--- config.mk ---
export PLATFORM = sky130hd
export DESIGN_NAME = cp0Top
export DESIGN_NICKNAME = d
export VERILOG_FILES = /design/src/design/cp0Pkg.sv /design/src/design/cp0Timer.sv /design/src/design/cp0Registers.sv /design/src/design/exceptionArbiter.sv /design/src/design/cp0Top.sv
export SDC_FILE = /design/constraint.sdc
export NUM_CORES = 1
export LEC_CHECK = 0
export BUFFER_PORTS_ARGS = -buffer_cell sky130_fd_sc_hd__buf_2
export CORE_AREA = 5 5 157 159
export DETAILED_ROUTE_END_ITERATION = 10
export DIE_AREA = 0 0 162 164
export PLACE_DENSITY = 0.66
export SYNTH_ARGS = -nofsm -noshare
export SYNTH_HDL_FRONTEND = slang
export SYNTH_SLANG_ARGS = --single-unit
--- constraint.sdc ---
create_clock -name clock -period 12.3 [get_ports clock]
set_input_delay 2.46 -clock clock [delete_from_list [all_inputs] [get_ports clock]]
set_output_delay 2.46 -clock clock [all_outputs]
set_load 0.005 [all_outputs]
--- src/design/cp0Pkg.sv ---
package cp0Pkg;

    // Widths with a meaning of their own
    typedef logic [31:0] word_t;      // Data or address word
    typedef logic [4:0]  regNum_t;    // CP0 register number (Rd field)
    typedef logic [3:0]  excCode_t;   // Cause.ExcCode, bit 4 is never used here
    typedef logic [7:0]  intVec_t;    // One bit per interrupt line
    typedef logic [4:0]  extInt_t;    // External hardware interrupt pins

    // Implemented CP0 registers, select 0 only
    localparam regNum_t regBadVAddr = 5'd8;
    localparam regNum_t regCount    = 5'd9;
    localparam regNum_t regCompare  = 5'd11;
    localparam regNum_t regStatus   = 5'd12;
    localparam regNum_t regCause    = 5'd13;
    localparam regNum_t regEpc      = 5'd14;

    // Cause.ExcCode values
    localparam excCode_t excInt  = 4'd0;
    localparam excCode_t excAdEL = 4'd4;    // Also used for instruction fetch errors
    localparam excCode_t excAdES = 4'd5;
    localparam excCode_t excSys  = 4'd8;
    localparam excCode_t excBp   = 4'd9;
    localparam excCode_t excRI   = 4'd10;
    localparam excCode_t excCpU  = 4'd11;
    localparam excCode_t excOv   = 4'd12;
    localparam excCode_t excTr   = 4'd13;

    // Status field positions
    localparam int statusBevBit = 22;     // Boot exception vectors
    localparam int statusImLsb  = 8;      // IM is 8 bits wide
    localparam int statusUmBit  = 4;      // User mode
    localparam int statusExlBit = 1;      // Exception level
    localparam int statusIeBit  = 0;      // Global interrupt enable

    // Cause field positions
    localparam int causeBdBit   = 31;     // Exception in branch delay slot
    localparam int causeIvBit   = 23;     // Special interrupt vector
    localparam int causeIpLsb   = 8;      // IP is 8 bits wide
    localparam int causeCodeLsb = 2;

    // Offsets from the vector base
    localparam word_t offsetGeneral = 32'h0000_0180;
    localparam word_t offsetSpecial = 32'h0000_0200;   // Interrupts with Cause.IV set

endpackage

--- src/design/cp0Timer.sv ---
`timescale 1ns/1ps

module cp0Timer (
    input  logic          clock,
    input  logic          reset,
    input  logic          countWrite,     // Mtc0 to Count
    input  logic          compareWrite,   // Mtc0 to Compare
    input  logic          countRead,      // Kernel Mfc0 of Count
    input  cp0Pkg::word_t writeData,
    output cp0Pkg::word_t count,
    output cp0Pkg::word_t compare,
    output logic          timerPending    // Becomes IP[7]
);

    logic match;

    assign match = (count == compare);

    always_ff @(posedge clock) begin
        if (reset) begin
            count        <= '0;
            compare      <= '0;
            timerPending <= 1'b0;
        end else begin
            // Software write wins, else wrap to zero on a match
            if (countWrite)
                count <= writeData;
            else if (match)
                count <= '0;
            else
                count <= count + 32'd1;

            if (compareWrite)
                compare <= writeData;

            // Sticky until software reads Count
            if (countRead)
                timerPending <= 1'b0;
            else if (!timerPending)
                timerPending <= match;
        end
    end

    // Only one Mtc0 can be in ID at a time
    assert property (@(posedge clock) disable iff (reset) !(countWrite && compareWrite))
        else $error("cp0Timer: Count and Compare written in the same cycle");

endmodule

--- src/design/cp0Registers.sv ---
`timescale 1ns/1ps

module cp0Registers (
    input  logic              clock,
    input  logic              reset,
    input  logic              mfc0,
    input  logic              mtc0,
    input  logic              idStall,
    input  cp0Pkg::regNum_t   rd,
    input  cp0Pkg::word_t     regIn,
    input  cp0Pkg::extInt_t   extInt,
    input  logic              excCommit,      // From the arbiter
    input  logic              eretCommit,
    input  logic              badAddrLoad,
    input  logic              excIsBd,
    input  cp0Pkg::excCode_t  excCode,
    input  cp0Pkg::word_t     excRestartPc,
    input  cp0Pkg::word_t     excBadAddr,
    input  cp0Pkg::word_t     count,          // From the timer
    input  cp0Pkg::word_t     compare,
    input  logic              timerPending,
    output cp0Pkg::word_t     regOut,
    output cp0Pkg::word_t     epc,
    output logic              kernelMode,
    output logic              cpUnusable,
    output logic              intRequest,
    output logic              statusBev,
    output logic              causeIv,
    output logic              statusExl,
    output cp0Pkg::intVec_t   pendingInt,
    output logic              countWrite,
    output logic              compareWrite,
    output logic              countRead,
    output cp0Pkg::word_t     writeData
);

    cp0Pkg::intVec_t  statusIm;
    logic             statusUm;
    logic             statusIe;
    logic             causeBd;
    logic [1:0]       softInt;        // IP[1:0], software owned
    cp0Pkg::extInt_t  hwInt;          // IP[6:2], registered pins
    cp0Pkg::excCode_t causeCode;
    cp0Pkg::word_t    badVAddr;
    cp0Pkg::word_t    statusWord;
    cp0Pkg::word_t    causeWord;
    logic             writeEnable;
    logic             wrStatus;
    logic             wrCause;
    logic             wrEpc;

    // EXL forces kernel mode so handlers run privileged
    assign kernelMode = ~statusUm | statusExl;
    assign cpUnusable = (mfc0 | mtc0) & ~kernelMode;
    assign pendingInt = {timerPending, hwInt, softInt};
    assign intRequest = (|(pendingInt & statusIm)) & statusIe & ~statusExl;

    assign writeEnable  = kernelMode & mtc0 & ~idStall;
    assign wrStatus     = writeEnable & (rd == cp0Pkg::regStatus);
    assign wrCause      = writeEnable & (rd == cp0Pkg::regCause);
    assign wrEpc        = writeEnable & (rd == cp0Pkg::regEpc);
    assign countWrite   = writeEnable & (rd == cp0Pkg::regCount);
    assign compareWrite = writeEnable & (rd == cp0Pkg::regCompare);
    assign countRead    = kernelMode & mfc0 & (rd == cp0Pkg::regCount);   // Clears IP[7]
    assign writeData    = regIn;

    // Architectural views, unimplemented bits read as zero
    always_comb begin
        statusWord = '0;
        statusWord[cp0Pkg::statusBevBit]     = statusBev;
        statusWord[cp0Pkg::statusImLsb +: 8] = statusIm;
        statusWord[cp0Pkg::statusUmBit]      = statusUm;
        statusWord[cp0Pkg::statusExlBit]     = statusExl;
        statusWord[cp0Pkg::statusIeBit]      = statusIe;
        causeWord = '0;
        causeWord[cp0Pkg::causeBdBit]        = causeBd;
        causeWord[cp0Pkg::causeIvBit]        = causeIv;
        causeWord[cp0Pkg::causeIpLsb +: 8]   = pendingInt;
        causeWord[cp0Pkg::causeCodeLsb +: 4] = causeCode;
    end

    // Mfc0 read mux
    always_comb begin
        regOut = '0;
        if (mfc0 && kernelMode) begin
            case (rd)
                cp0Pkg::regBadVAddr: regOut = badVAddr;
                cp0Pkg::regCount:    regOut = count;
                cp0Pkg::regCompare:  regOut = compare;
                cp0Pkg::regStatus:   regOut = statusWord;
                cp0Pkg::regCause:    regOut = causeWord;
                cp0Pkg::regEpc:      regOut = epc;
                default:             regOut = '0;
            endcase
        end
    end

    // Software owned fields, boot vectors and kernel mode out of reset
    always_ff @(posedge clock) begin
        if (reset) begin
            statusBev <= 1'b1;
            statusIm  <= '0;
            statusUm  <= 1'b0;
            statusIe  <= 1'b0;
            causeIv   <= 1'b0;
            softInt   <= '0;
            hwInt     <= '0;
        end else begin
            hwInt <= extInt;            // One cycle behind the pins
            if (wrStatus) begin
                statusBev <= regIn[cp0Pkg::statusBevBit];
                statusIm  <= regIn[cp0Pkg::statusImLsb +: 8];
                statusUm  <= regIn[cp0Pkg::statusUmBit];
                statusIe  <= regIn[cp0Pkg::statusIeBit];
            end
            if (wrCause) begin
                causeIv <= regIn[cp0Pkg::causeIvBit];
                softInt <= regIn[cp0Pkg::causeIpLsb +: 2];
            end
        end
    end

    // Exception level, code and delay-slot flag
    always_ff @(posedge clock) begin
        if (reset) begin
            statusExl <= 1'b0;
            causeBd   <= 1'b0;
            causeCode <= cp0Pkg::excInt;
        end else if (excCommit) begin
            statusExl <= 1'b1;
            causeCode <= excCode;
            if (!statusExl)
                causeBd <= excIsBd;     // Nested exception keeps the first BD
        end else begin
            causeBd <= 1'b0;
            if (wrStatus)
                statusExl <= regIn[cp0Pkg::statusExlBit];
            else if (eretCommit)
                statusExl <= 1'b0;
        end
    end

    always_ff @(posedge clock) begin
        if (excCommit) begin
            if (!statusExl)
                epc <= excRestartPc;
            if (badAddrLoad)
                badVAddr <= excBadAddr;
        end else if (wrEpc) begin
            epc <= regIn;
        end
    end

    // The arbiter flushes an ERET whenever any exception is taken
    assert property (@(posedge clock) disable iff (reset) !(excCommit && eretCommit))
        else $error("cp0Registers: exception and ERET committed together");

endmodule

--- src/design/exceptionArbiter.sv ---
`timescale 1ns/1ps

module exceptionArbiter #(
    parameter cp0Pkg::word_t resetVector = 32'hBFC0_0000,
    parameter cp0Pkg::word_t bootBase    = 32'hBFC0_0200,
    parameter cp0Pkg::word_t normalBase  = 32'h8000_0000
) (
    input  logic              reset,
    input  logic              eret,
    input  logic              mtc0,
    input  logic              ifStall,
    input  logic              idStall,
    input  logic              idIsFlushed,
    input  logic              excAdIf,
    input  logic              excAdEL,
    input  logic              excAdES,
    input  logic              excOv,
    input  logic              excTr,
    input  logic              excSys,
    input  logic              excBp,
    input  logic              excRI,
    input  logic              idCanErr,       // Cumulative from ID forward
    input  logic              exCanErr,       // Cumulative from EX forward
    input  logic              memCanErr,
    input  logic              ifIsBd,
    input  logic              idIsBd,
    input  logic              exIsBd,
    input  logic              memIsBd,
    input  cp0Pkg::word_t     idRestartPc,
    input  cp0Pkg::word_t     exRestartPc,
    input  cp0Pkg::word_t     memRestartPc,
    input  cp0Pkg::word_t     badAddrMem,
    input  cp0Pkg::word_t     badAddrIf,
    input  logic              cpUnusable,
    input  logic              intRequest,
    input  logic              statusBev,
    input  logic              causeIv,
    input  logic              statusExl,
    input  cp0Pkg::word_t     epc,
    output logic              ifExceptionStall,
    output logic              idExceptionStall,
    output logic              exExceptionStall,
    output logic              memExceptionStall,
    output logic              ifExceptionFlush,
    output logic              idExceptionFlush,
    output logic              exExceptionFlush,
    output logic              memExceptionFlush,
    output logic              excPcSel,
    output logic              excCommit,
    output logic              eretCommit,
    output logic              badAddrLoad,
    output logic              excIsBd,
    output cp0Pkg::word_t     excPcOut,
    output cp0Pkg::word_t     excRestartPc,
    output cp0Pkg::word_t     excBadAddr,
    output cp0Pkg::excCode_t  excCode
);

    logic          intTaken;
    logic          memDetect, exDetect, idDetect, ifDetect;
    logic          memMask, exMask, idMask, ifMask;
    logic          memReady, exReady, idReady, ifReady;
    cp0Pkg::word_t vectorBase;

    // Interrupts go in at ID, never over a flushed slot
    assign intTaken  = intRequest & ~statusExl & ~idIsFlushed;

    assign memDetect = excAdEL | excAdES | excTr;
    assign exDetect  = excOv;
    assign idDetect  = excSys | excBp | excRI | cpUnusable | intTaken;
    assign ifDetect  = excAdIf;

    // Wait while a later stage may still fault; ERET holds back IF as it redirects fetch
    assign memMask   = ifStall;
    assign exMask    = ifStall | memCanErr;
    assign idMask    = ifStall | memCanErr | exCanErr;
    assign ifMask    = memCanErr | exCanErr | idCanErr | intTaken | eret;

    assign memExceptionStall = memDetect & memMask;
    assign exExceptionStall  = exDetect & exMask & ~memDetect;
    assign idExceptionStall  = (idDetect | eret | mtc0) & idMask & ~(exDetect | memDetect);
    assign ifExceptionStall  = ifDetect & ifMask & ~(idDetect | exDetect | memDetect);

    assign memReady  = ~idStall & memDetect & ~memMask;
    assign exReady   = ~idStall & exDetect & ~exMask;
    assign idReady   = ~idStall & idDetect & ~idMask;
    assign ifReady   = ~idStall & ifDetect & ~ifMask;
    assign excCommit = memReady | exReady | idReady | ifReady;

    // ERET only retires once nothing in front of it can fault
    assign eretCommit = eret & ~idStall & ~idExceptionStall & ~(idDetect | exDetect | memDetect);

    // A faulting stage squashes itself and everything younger
    assign memExceptionFlush = memDetect;
    assign exExceptionFlush  = memDetect | exDetect;
    assign idExceptionFlush  = memDetect | exDetect | idDetect;
    assign ifExceptionFlush  = memDetect | exDetect | idDetect | ifDetect | eretCommit;

    // Commit data of the oldest ready stage
    always_comb begin
        if (memReady) begin
            excRestartPc = memRestartPc;
            excIsBd      = memIsBd;
        end else if (exReady) begin
            excRestartPc = exRestartPc;
            excIsBd      = exIsBd;
        end else if (idReady) begin
            excRestartPc = idRestartPc;
            excIsBd      = idIsBd;
        end else begin
            excRestartPc = badAddrIf;   // Fetch faults restart at the bad PC
            excIsBd      = ifIsBd;
        end
    end

    assign badAddrLoad = memReady | ifReady;
    assign excBadAddr  = memReady ? badAddrMem : badAddrIf;

    // Program order first, interrupts last
    always_comb begin
        if      (excAdEL)    excCode = cp0Pkg::excAdEL;
        else if (excAdES)    excCode = cp0Pkg::excAdES;
        else if (excTr)      excCode = cp0Pkg::excTr;
        else if (excOv)      excCode = cp0Pkg::excOv;
        else if (excSys)     excCode = cp0Pkg::excSys;
        else if (excBp)      excCode = cp0Pkg::excBp;
        else if (excRI)      excCode = cp0Pkg::excRI;
        else if (cpUnusable) excCode = cp0Pkg::excCpU;
        else if (excAdIf)    excCode = cp0Pkg::excAdEL;
        else                 excCode = cp0Pkg::excInt;
    end

    assign vectorBase = statusBev ? bootBase : normalBase;
    assign excPcSel   = reset | eretCommit | excCommit;

    always_comb begin
        if (reset)
            excPcOut = resetVector;
        else if (eretCommit)
            excPcOut = epc;
        else if (excCode == cp0Pkg::excInt && intTaken && causeIv)
            excPcOut = vectorBase + cp0Pkg::offsetSpecial;
        else
            excPcOut = vectorBase + cp0Pkg::offsetGeneral;
    end

    // The pipeline's can-error chain keeps the stages exclusive
    always_comb begin
        if (!reset)
            assert ($onehot0({memReady, exReady, idReady, ifReady}))
                else $error("exceptionArbiter: more than one stage ready");
    end

endmodule

--- src/design/cp0Top.sv ---
`timescale 1ns/1ps

module cp0Top #(
    parameter cp0Pkg::word_t resetVector = 32'hBFC0_0000,
    parameter cp0Pkg::word_t bootBase    = 32'hBFC0_0200,
    parameter cp0Pkg::word_t normalBase  = 32'h8000_0000
) (
    input  logic              clock,
    input  logic              reset,
    input  logic              mfc0,
    input  logic              mtc0,
    input  logic              eret,
    input  logic              ifStall,
    input  logic              idStall,
    input  cp0Pkg::regNum_t   rd,
    input  cp0Pkg::word_t     regIn,
    input  cp0Pkg::extInt_t   extInt,
    input  logic              idIsFlushed,
    input  logic              excAdIf,
    input  logic              excAdEL,
    input  logic              excAdES,
    input  logic              excOv,
    input  logic              excTr,
    input  logic              excSys,
    input  logic              excBp,
    input  logic              excRI,
    input  cp0Pkg::word_t     idRestartPc,
    input  cp0Pkg::word_t     exRestartPc,
    input  cp0Pkg::word_t     memRestartPc,
    input  logic              ifIsBd,
    input  logic              idIsBd,
    input  logic              exIsBd,
    input  logic              memIsBd,
    input  cp0Pkg::word_t     badAddrMem,
    input  cp0Pkg::word_t     badAddrIf,
    input  logic              idCanErr,
    input  logic              exCanErr,
    input  logic              memCanErr,
    output cp0Pkg::word_t     regOut,
    output logic              kernelMode,
    output logic              ifExceptionStall,
    output logic              idExceptionStall,
    output logic              exExceptionStall,
    output logic              memExceptionStall,
    output logic              ifExceptionFlush,
    output logic              idExceptionFlush,
    output logic              exExceptionFlush,
    output logic              memExceptionFlush,
    output logic              excPcSel,
    output cp0Pkg::word_t     excPcOut,
    output cp0Pkg::intVec_t   pendingInt
);

    // Registers to arbiter
    cp0Pkg::word_t    epc;
    logic             cpUnusable, intRequest, statusBev, causeIv, statusExl;
    // Arbiter back to registers
    logic             excCommit, eretCommit, badAddrLoad, excIsBd;
    cp0Pkg::excCode_t excCode;
    cp0Pkg::word_t    excRestartPc, excBadAddr;
    // Timer link
    logic             countWrite, compareWrite, countRead, timerPending;
    cp0Pkg::word_t    writeData, count, compare;

    cp0Registers registers (.*);

    cp0Timer timer (.*);

    exceptionArbiter #(
        .resetVector(resetVector),
        .bootBase   (bootBase),
        .normalBase (normalBase)
    ) arbiter (.*);

endmodule

==> flow_summary.toml, run 1 <==
[pwr]
p_int_w = 0.0009774
p_comb_share_pct = 13.2
power.clock.fraction_pct = 42.5
total_power_w = 0.001324
ir_drop_mv = 0.06896
p_seq_share_pct = 44.3
switching_share_pct = 26.19
p_per_area_mw_per_mm2 = 116.0
switching_power_w = 0.0003467
power.leakage_nw = 4.611

[sta]
worst_slew_pin_slew_ps = 1105
whs_ps = 461.8
fmax_ghz = 0.1389
finClkSkew_ps = 11.36
hold_viol_final = 0
period_needed_ps = 7199
tns_ps = 0
rsz0062_at_grt = "no"
slew_headroom_pct = 26.32
maxSlewViolCount = 0
fin_crit_sh_pct = 58.53
finalSetupViolations = 0

[critical_path]
path_max_fanout = 11
cp-start-kind = "input pin"
cp-end-kind = "output port"
critPathKind = "input pin to output port"
reg2regPathDepth = 8
crit_arrival_ps = 4740
cp.required_ps = 9840

[floorplanning]
io_pins = 307
dieHeight_um = 164
die-area_mm2 = 0.02657
initial_core_util_pct = 39.40
core_area_mm2 = 0.02312
fp-row-count = 56
die_w_um = 162

[finish]
drive_gt1_share_pct = 30.41
n_fill_cell = 2292
syn_to_final_growth_pct = 25.24
nets = 1536
finalNonFillerCells = 1614

[logic_synthesis]
synth_seq_area_share_pct = 40.87
yosys-top-cells-area = "edfxtp_1 21%, dfxtp_1 20%, a22oi_1 8.3%, nand2_1 7.0%, a21oi_1 4.6%"
synth_edf_count = 64
synth_seq_cells = 154
synthCells = 1059
synthArstFlopShare_pct = 0
ys_types = 57
synth_area_mm2 = 0.009110
syn_avg_cell_area_um2 = 8.602
synth.top_cell.area_share_pct = 21.10
yosys.area.top_type = "edfxtp_1"
synth.most_common_cell = "nand2_1"
synth_ff_type = "dfxtp_1"
synthTopCellsByCount = "171 x nand2_1, 101 x a22oi_1, 90 x dfxtp_1"
yosysWarningCount = 0
syn_nets = 1286

[route]
ant_nets = 0
drt_iter0_drc = 1375
drc = 0
drt-vias-per-instance = 6.008
totalWireLength_mm = 39.04
detailroute.via_count = 9697
dr.pass1.iters = 6
wl_per_cell_um = 24.19

[global_routing]
grt_pass1_wl_mm = 56.43
top_usage_layer = "met2"
grt_use_met3_pct = 7.503
use_met1_pct = 39.10
first_global_vias = 9123
gr-usage-met2_pct = 42.69
grt_use_total_pct = 28.19
grt_overflow_total = 0
grt_max_degree = 76
grt_antenna_before_repair = 4

[clock_network]
cts_sinks = 154
clk_root_buffer_cell = "clkbuf_16"
clockBufferDepth = 2
h-tree-depth = 4
clock_latency_ps = 420
hold_buffers = 0
cts_tree = "done"
cts_buffers = 17
path_clk_slew_ps = 60
post_cts_resized = 0
postCtsSetupBuffers = 0

[place]
io_buffers = 306
gp_congestion = 0.9570
hpwl_mm = 29.37
dp.cells = 1580

[run_status]
outcome = "complete, no violations"

[flow_run]
cap_viol_max_count = 0

[min_path]
min-delay-path-class = "flip-flop to flip-flop"
min_path_cells = 2
[placed cells by master, fill, tap and decap left out, types with 3 or more instances in the layout]
cell | synthesis | layout
and2_1 | 24 | 22
inv_1 | 6 | 6
nor2b_1 | 8 | 8
clkbuf_16 | 0 | 17
clkinv_1 | 0 | 3
mux2i_1 | 36 | 36
a22oi_1 | 101 | 101
buf_4 | 4 | 16
nor4_2 | 3 | 4
nand2_1 | 171 | 170
a31oi_1 | 11 | 11
buf_2 | 12 | 306
nand4_1 | 7 | 7
and3_1 | 5 | 5
a21o_1 | 10 | 10
nor4_1 | 12 | 11
nand3b_1 | 3 | 3
a222oi_1 | 8 | 8
a31o_2 | 32 | 32
o31ai_1 | 33 | 33
nor2_1 | 56 | 56
o21ai_1 | 21 | 20
clkinvlp_4 | 0 | 3
or3_1 | 14 | 14
o21ai_0 | 37 | 37
nor3_1 | 8 | 5
xnor2_1 | 15 | 15
nand3_1 | 26 | 26
dfxtp_1 | 90 | 90
xor2_1 | 48 | 48
nand2b_1 | 3 | 3
edfxtp_1 | 64 | 64
a21oi_1 | 84 | 84
bufinv_16 | 0 | 4
nor3_2 | 0 | 3
[flip-flops by register name, summed over array words and instances (netlist names)]
signal / count
registers.softInt: 2
registers.causeBd: 1
timer.compare: 32
timer.timerPending: 1
registers.epc: 32
registers.causeIv: 1
registers.statusIe: 1
registers.hwInt: 5
registers.badVAddr: 32
registers.statusUm: 1
registers.statusIm: 8
registers.causeCode: 4
timer.count: 32
registers.statusBev: 1
registers.statusExl: 1
[path summary, 6_finish.rpt]
kind                               start                     end  slack [ps]
hold reg to reg   registers.causeCode[3]  registers.causeCode[3]         460
setup / recovery                   excOv             excPcOut[9]        5100
hold / removal    registers.causeCode[3]  registers.causeCode[3]         460
setup reg to reg     registers.statusExl       registers.epc[23]        8970
[cells by family (layout without fill, tap and decap cells)]
family          Yosys count  in the layout  share of synthesized area (%)
compound gates          349            349                          25.70
xor+xnor                 63             63                          6.057
fa+ha+maj                 2              2                         0.2746
buf+inv                  97            360                          4.491
flops                   154            154                          40.87
mux                      36             36                          3.956
other cells               0              2                              0
simple gates            358            358                          18.65
[final cells by class]
cell class	count	area, um2	share of cell area (%)
Sequential cell	154	3724	32.64
Clock buffer	19	452.9	3.970
Timing Repair Buffer	322	1652	14.48
Multi-Input combinational cell	808	5019	43.99
Clock inverter	13	172.7	1.513
Inverter	6	22.52	0.1974
Tap cell	290	362.8	3.180
Antenna cell	2	5.005	0.04386
[worst max-delay path, stage by stage]
cell and delay (ps):
buf_2 130, nor4_2 430, o2111ai_1 220, a21o_1 240, nor2_1 770, nand2_1 130
a21oi_1 210, buf_2 140
[through the flow]
step / cell area [um2] / setup slack, ps / util (%)
6_report: 11410 / 5101 / 49.35
2_1_floorplan: 9110 / 5834 / -
5_1_grt: 11410 / 4781 / 49.35
3_5_place_dp: 10780 / 5094 / 46.62
4_1_cts: 11400 / 5086 / 49.32
3_3_place_gp: 10780 / 5143 / 46.62
[layer usage]
metal / part of all wire, % / routed length (um)
met3: 12 / 4524
met2: 45 / 17380
met5: 0.056 / 22
met1: 41 / 15840
met4: 3.3 / 1269
[power by group through the flow]
stage                     registers (W)  clock network (W)  logic (W)
final                          0.000587           0.000563   0.000174
after global routing           0.000587           0.000589   0.000187
after CTS                      0.000585           0.000565   0.000171
after detailed placement       0.000596                  0   0.000171
after global placement         0.000596                  0   0.000170
after floorplan                0.000581                  0  0.0000908
Note: power is estimated with default switching activity, not from simulation.
==> inputs of run 2 (changes only) <==
clock period = 6.8 ns   (was 12.3 ns; I/O delays follow)
==> run 2 against run 1 <==
  * Die area did not move
  * Final cell count rose by 0.12%
  * Global-route usage barely moved
  * Total power rose by 78%
  * Clock skew barely moved
  * Worst setup slack got worse by 3300 ps
  * Count of clock-buffer cells in the layout rose by 2
  * Core utilization fell by 0.060 points
  * Routed wire length fell by 0.53%
  * Clock power rose by 74%
  * Critical endpoint is now excPcOut[10]
==> flow_summary.toml, run 2 (synthesis results as in run 1) <==
[floorplanning]
die-area_mm2 = 0.02657
fp-row-count = 56
core_area_mm2 = 0.02312
dieHeight_um = 164
initial_core_util_pct = 39.40
io_pins = 307
die_w_um = 162

[clock_network]
postCtsSetupBuffers = 0
clock_latency_ps = 430
cts_buffers = 17
clk_root_buffer_cell = "clkbuf_16"
post_cts_resized = 0
cts_tree = "done"
clockBufferDepth = 2
h-tree-depth = 4
path_clk_slew_ps = 60
cts_sinks = 154
hold_buffers = 0

[run_status]
outcome = "complete, no violations"

[place]
hpwl_mm = 29.82
io_buffers = 306
gp_congestion = 0.9899

[min_path]
worstHoldStart = "registers.causeCode[1]"
min-delay-path-class = "flip-flop to flip-flop"

[global_routing]
grt_use_total_pct = 28.23
first_global_vias = 9176
grt_max_degree = 70
grt_pass1_wl_mm = 56.38
top_usage_layer = "met2"
grt_antenna_before_repair = 2
grt_use_met3_pct = 5.997
gr-usage-met2_pct = 43.00
grt_overflow_total = 0
use_met1_pct = 39.97

[critical_path]
startpoint = "excOv"
path_cells = "buf_2 -> nor4_2 -> o2111ai_1 -> a21o_1 -> nor2_1 -> nand2_1 -> a21oi_1 -> buf_2"
cp-start-kind = "input pin"
path_max_fanout = 11
critPathKind = "input pin to output port"
max_stage_delay_ps = 710
cp-end-kind = "output port"
crit_arrival_ps = 3680
crit_slowest_cell = "nor2_1"
worstReg2RegStart = "registers.statusExl"
cp.required_ps = 5440
cp_common_cell = "buf_2"

[finish]
nets = 1538
drive_gt1_share_pct = 30.51
layout_commonest_cell = "buf_2"
syn_to_final_growth_pct = 25.09
layout_common_cells = "306 x buf_2, 170 x nand2_1, 101 x a22oi_1, 90 x dfxtp_1, 84 x a21oi_1"

[pwr]
power.leakage_nw = 4.610
p_comb_share_pct = 13.4
p_seq_share_pct = 45.1
switching_share_pct = 26.70
switching_power_w = 0.0006284
ir_drop_mv = 0.1086
p_per_area_mw_per_mm2 = 206.5
total_power_w = 0.002354
p_int_w = 0.001725
power.clock.fraction_pct = 41.5

[route]
detailroute.via_count = 9637
ant_nets = 0
totalWireLength_mm = 38.83
drc = 0
wl_per_cell_um = 24.03
dr.pass1.iters = 9
drt-vias-per-instance = 5.963
drt_iter0_drc = 1233

[sta]
fmax_ghz = 0.1985
tns_ps = 0
slew_headroom_pct = 27.56
worst_slew_pin_slew_ps = 1081
whs_ps = 454.6
fin_crit_sh_pct = 74.10
hold_viol_final = 0
maxSlewViolCount = 0
finalSetupViolations = 0
rsz0062_at_grt = "no"
finClkSkew_ps = 11.84
period_needed_ps = 5039

[flow_run]
cap_viol_max_count = 0
run 2: cell types whose count changed in the layout (fill, tap and decap cells not counted), sizes merged:
cell | before | now
bufinv | 4 | 3
clkinvlp | 3 | 2
clkinv | 5 | 6
buf | 322 | 324
clkbuf | 19 | 21
inv | 7 | 6
run 2: final cells by class:
| cell class | instances | area (um2) |
|---|---|---|
| diodes | 2 | 5.005 |
| clock buffers | 21 | 450.4 |
| clock inverters | 11 | 146.4 |
| fillers | 2300 | 11730 |
| inverters | 6 | 22.52 |
| multi-input cells | 808 | 5019 |
| flip-flops and latches | 154 | 3724 |
| well taps | 290 | 362.8 |
| repair buffers | 324 | 1667 |
run 2: routing by layer:
layer | share of wire (%) | up-vias
li1 | - | 4415
met1 | 42 | 4575
met5 | 0 | -
met4 | 3.0 | 0
met3 | 9.8 | 68
met2 | 45 | 579
run 2: metrics by stage:
step                instances  setup WS [ps]  area [um2]  util, %
finish                   1616           1761       11400    49.29
global route             1616           1589       11400    49.29
CTS                      1614           1714       11390    49.26
detailed placement       1582           1724       10790    46.68
global placement         1582           1803       10790    46.68
floorplan                1059           2185        9110        -
run 2: worst paths after layout:
| check | end | slack, ps | depth (start not counted) |
|---|---|---|---|
| worst min-delay path | registers.causeCode[1] | 450 | 2 |
| worst min register to register | registers.causeCode[1] | 450 | 2 |
| worst max-delay path | excPcOut[10] | 1760 | 8 |
| worst max register to register | registers.epc[19] | 3440 | 8 |
run 2: critical path: cells and delay by family:
family,cells,cell delay [ps]
compound gates,3,710
simple gates,3,1310
buf+inv,2,280
run 2: power by group through the flow:
stage	sequential (W)	clock, W	combinational (W)
2_1_floorplan	0.00105	0	0.000164
3_3_place_gp	0.00108	0	0.000309
3_5_place_dp	0.00108	0	0.000310
4_1_cts	0.00106	0.000979	0.000312
5_1_grt	0.00106	0.00103	0.000341
6_report	0.00106	0.000978	0.000315
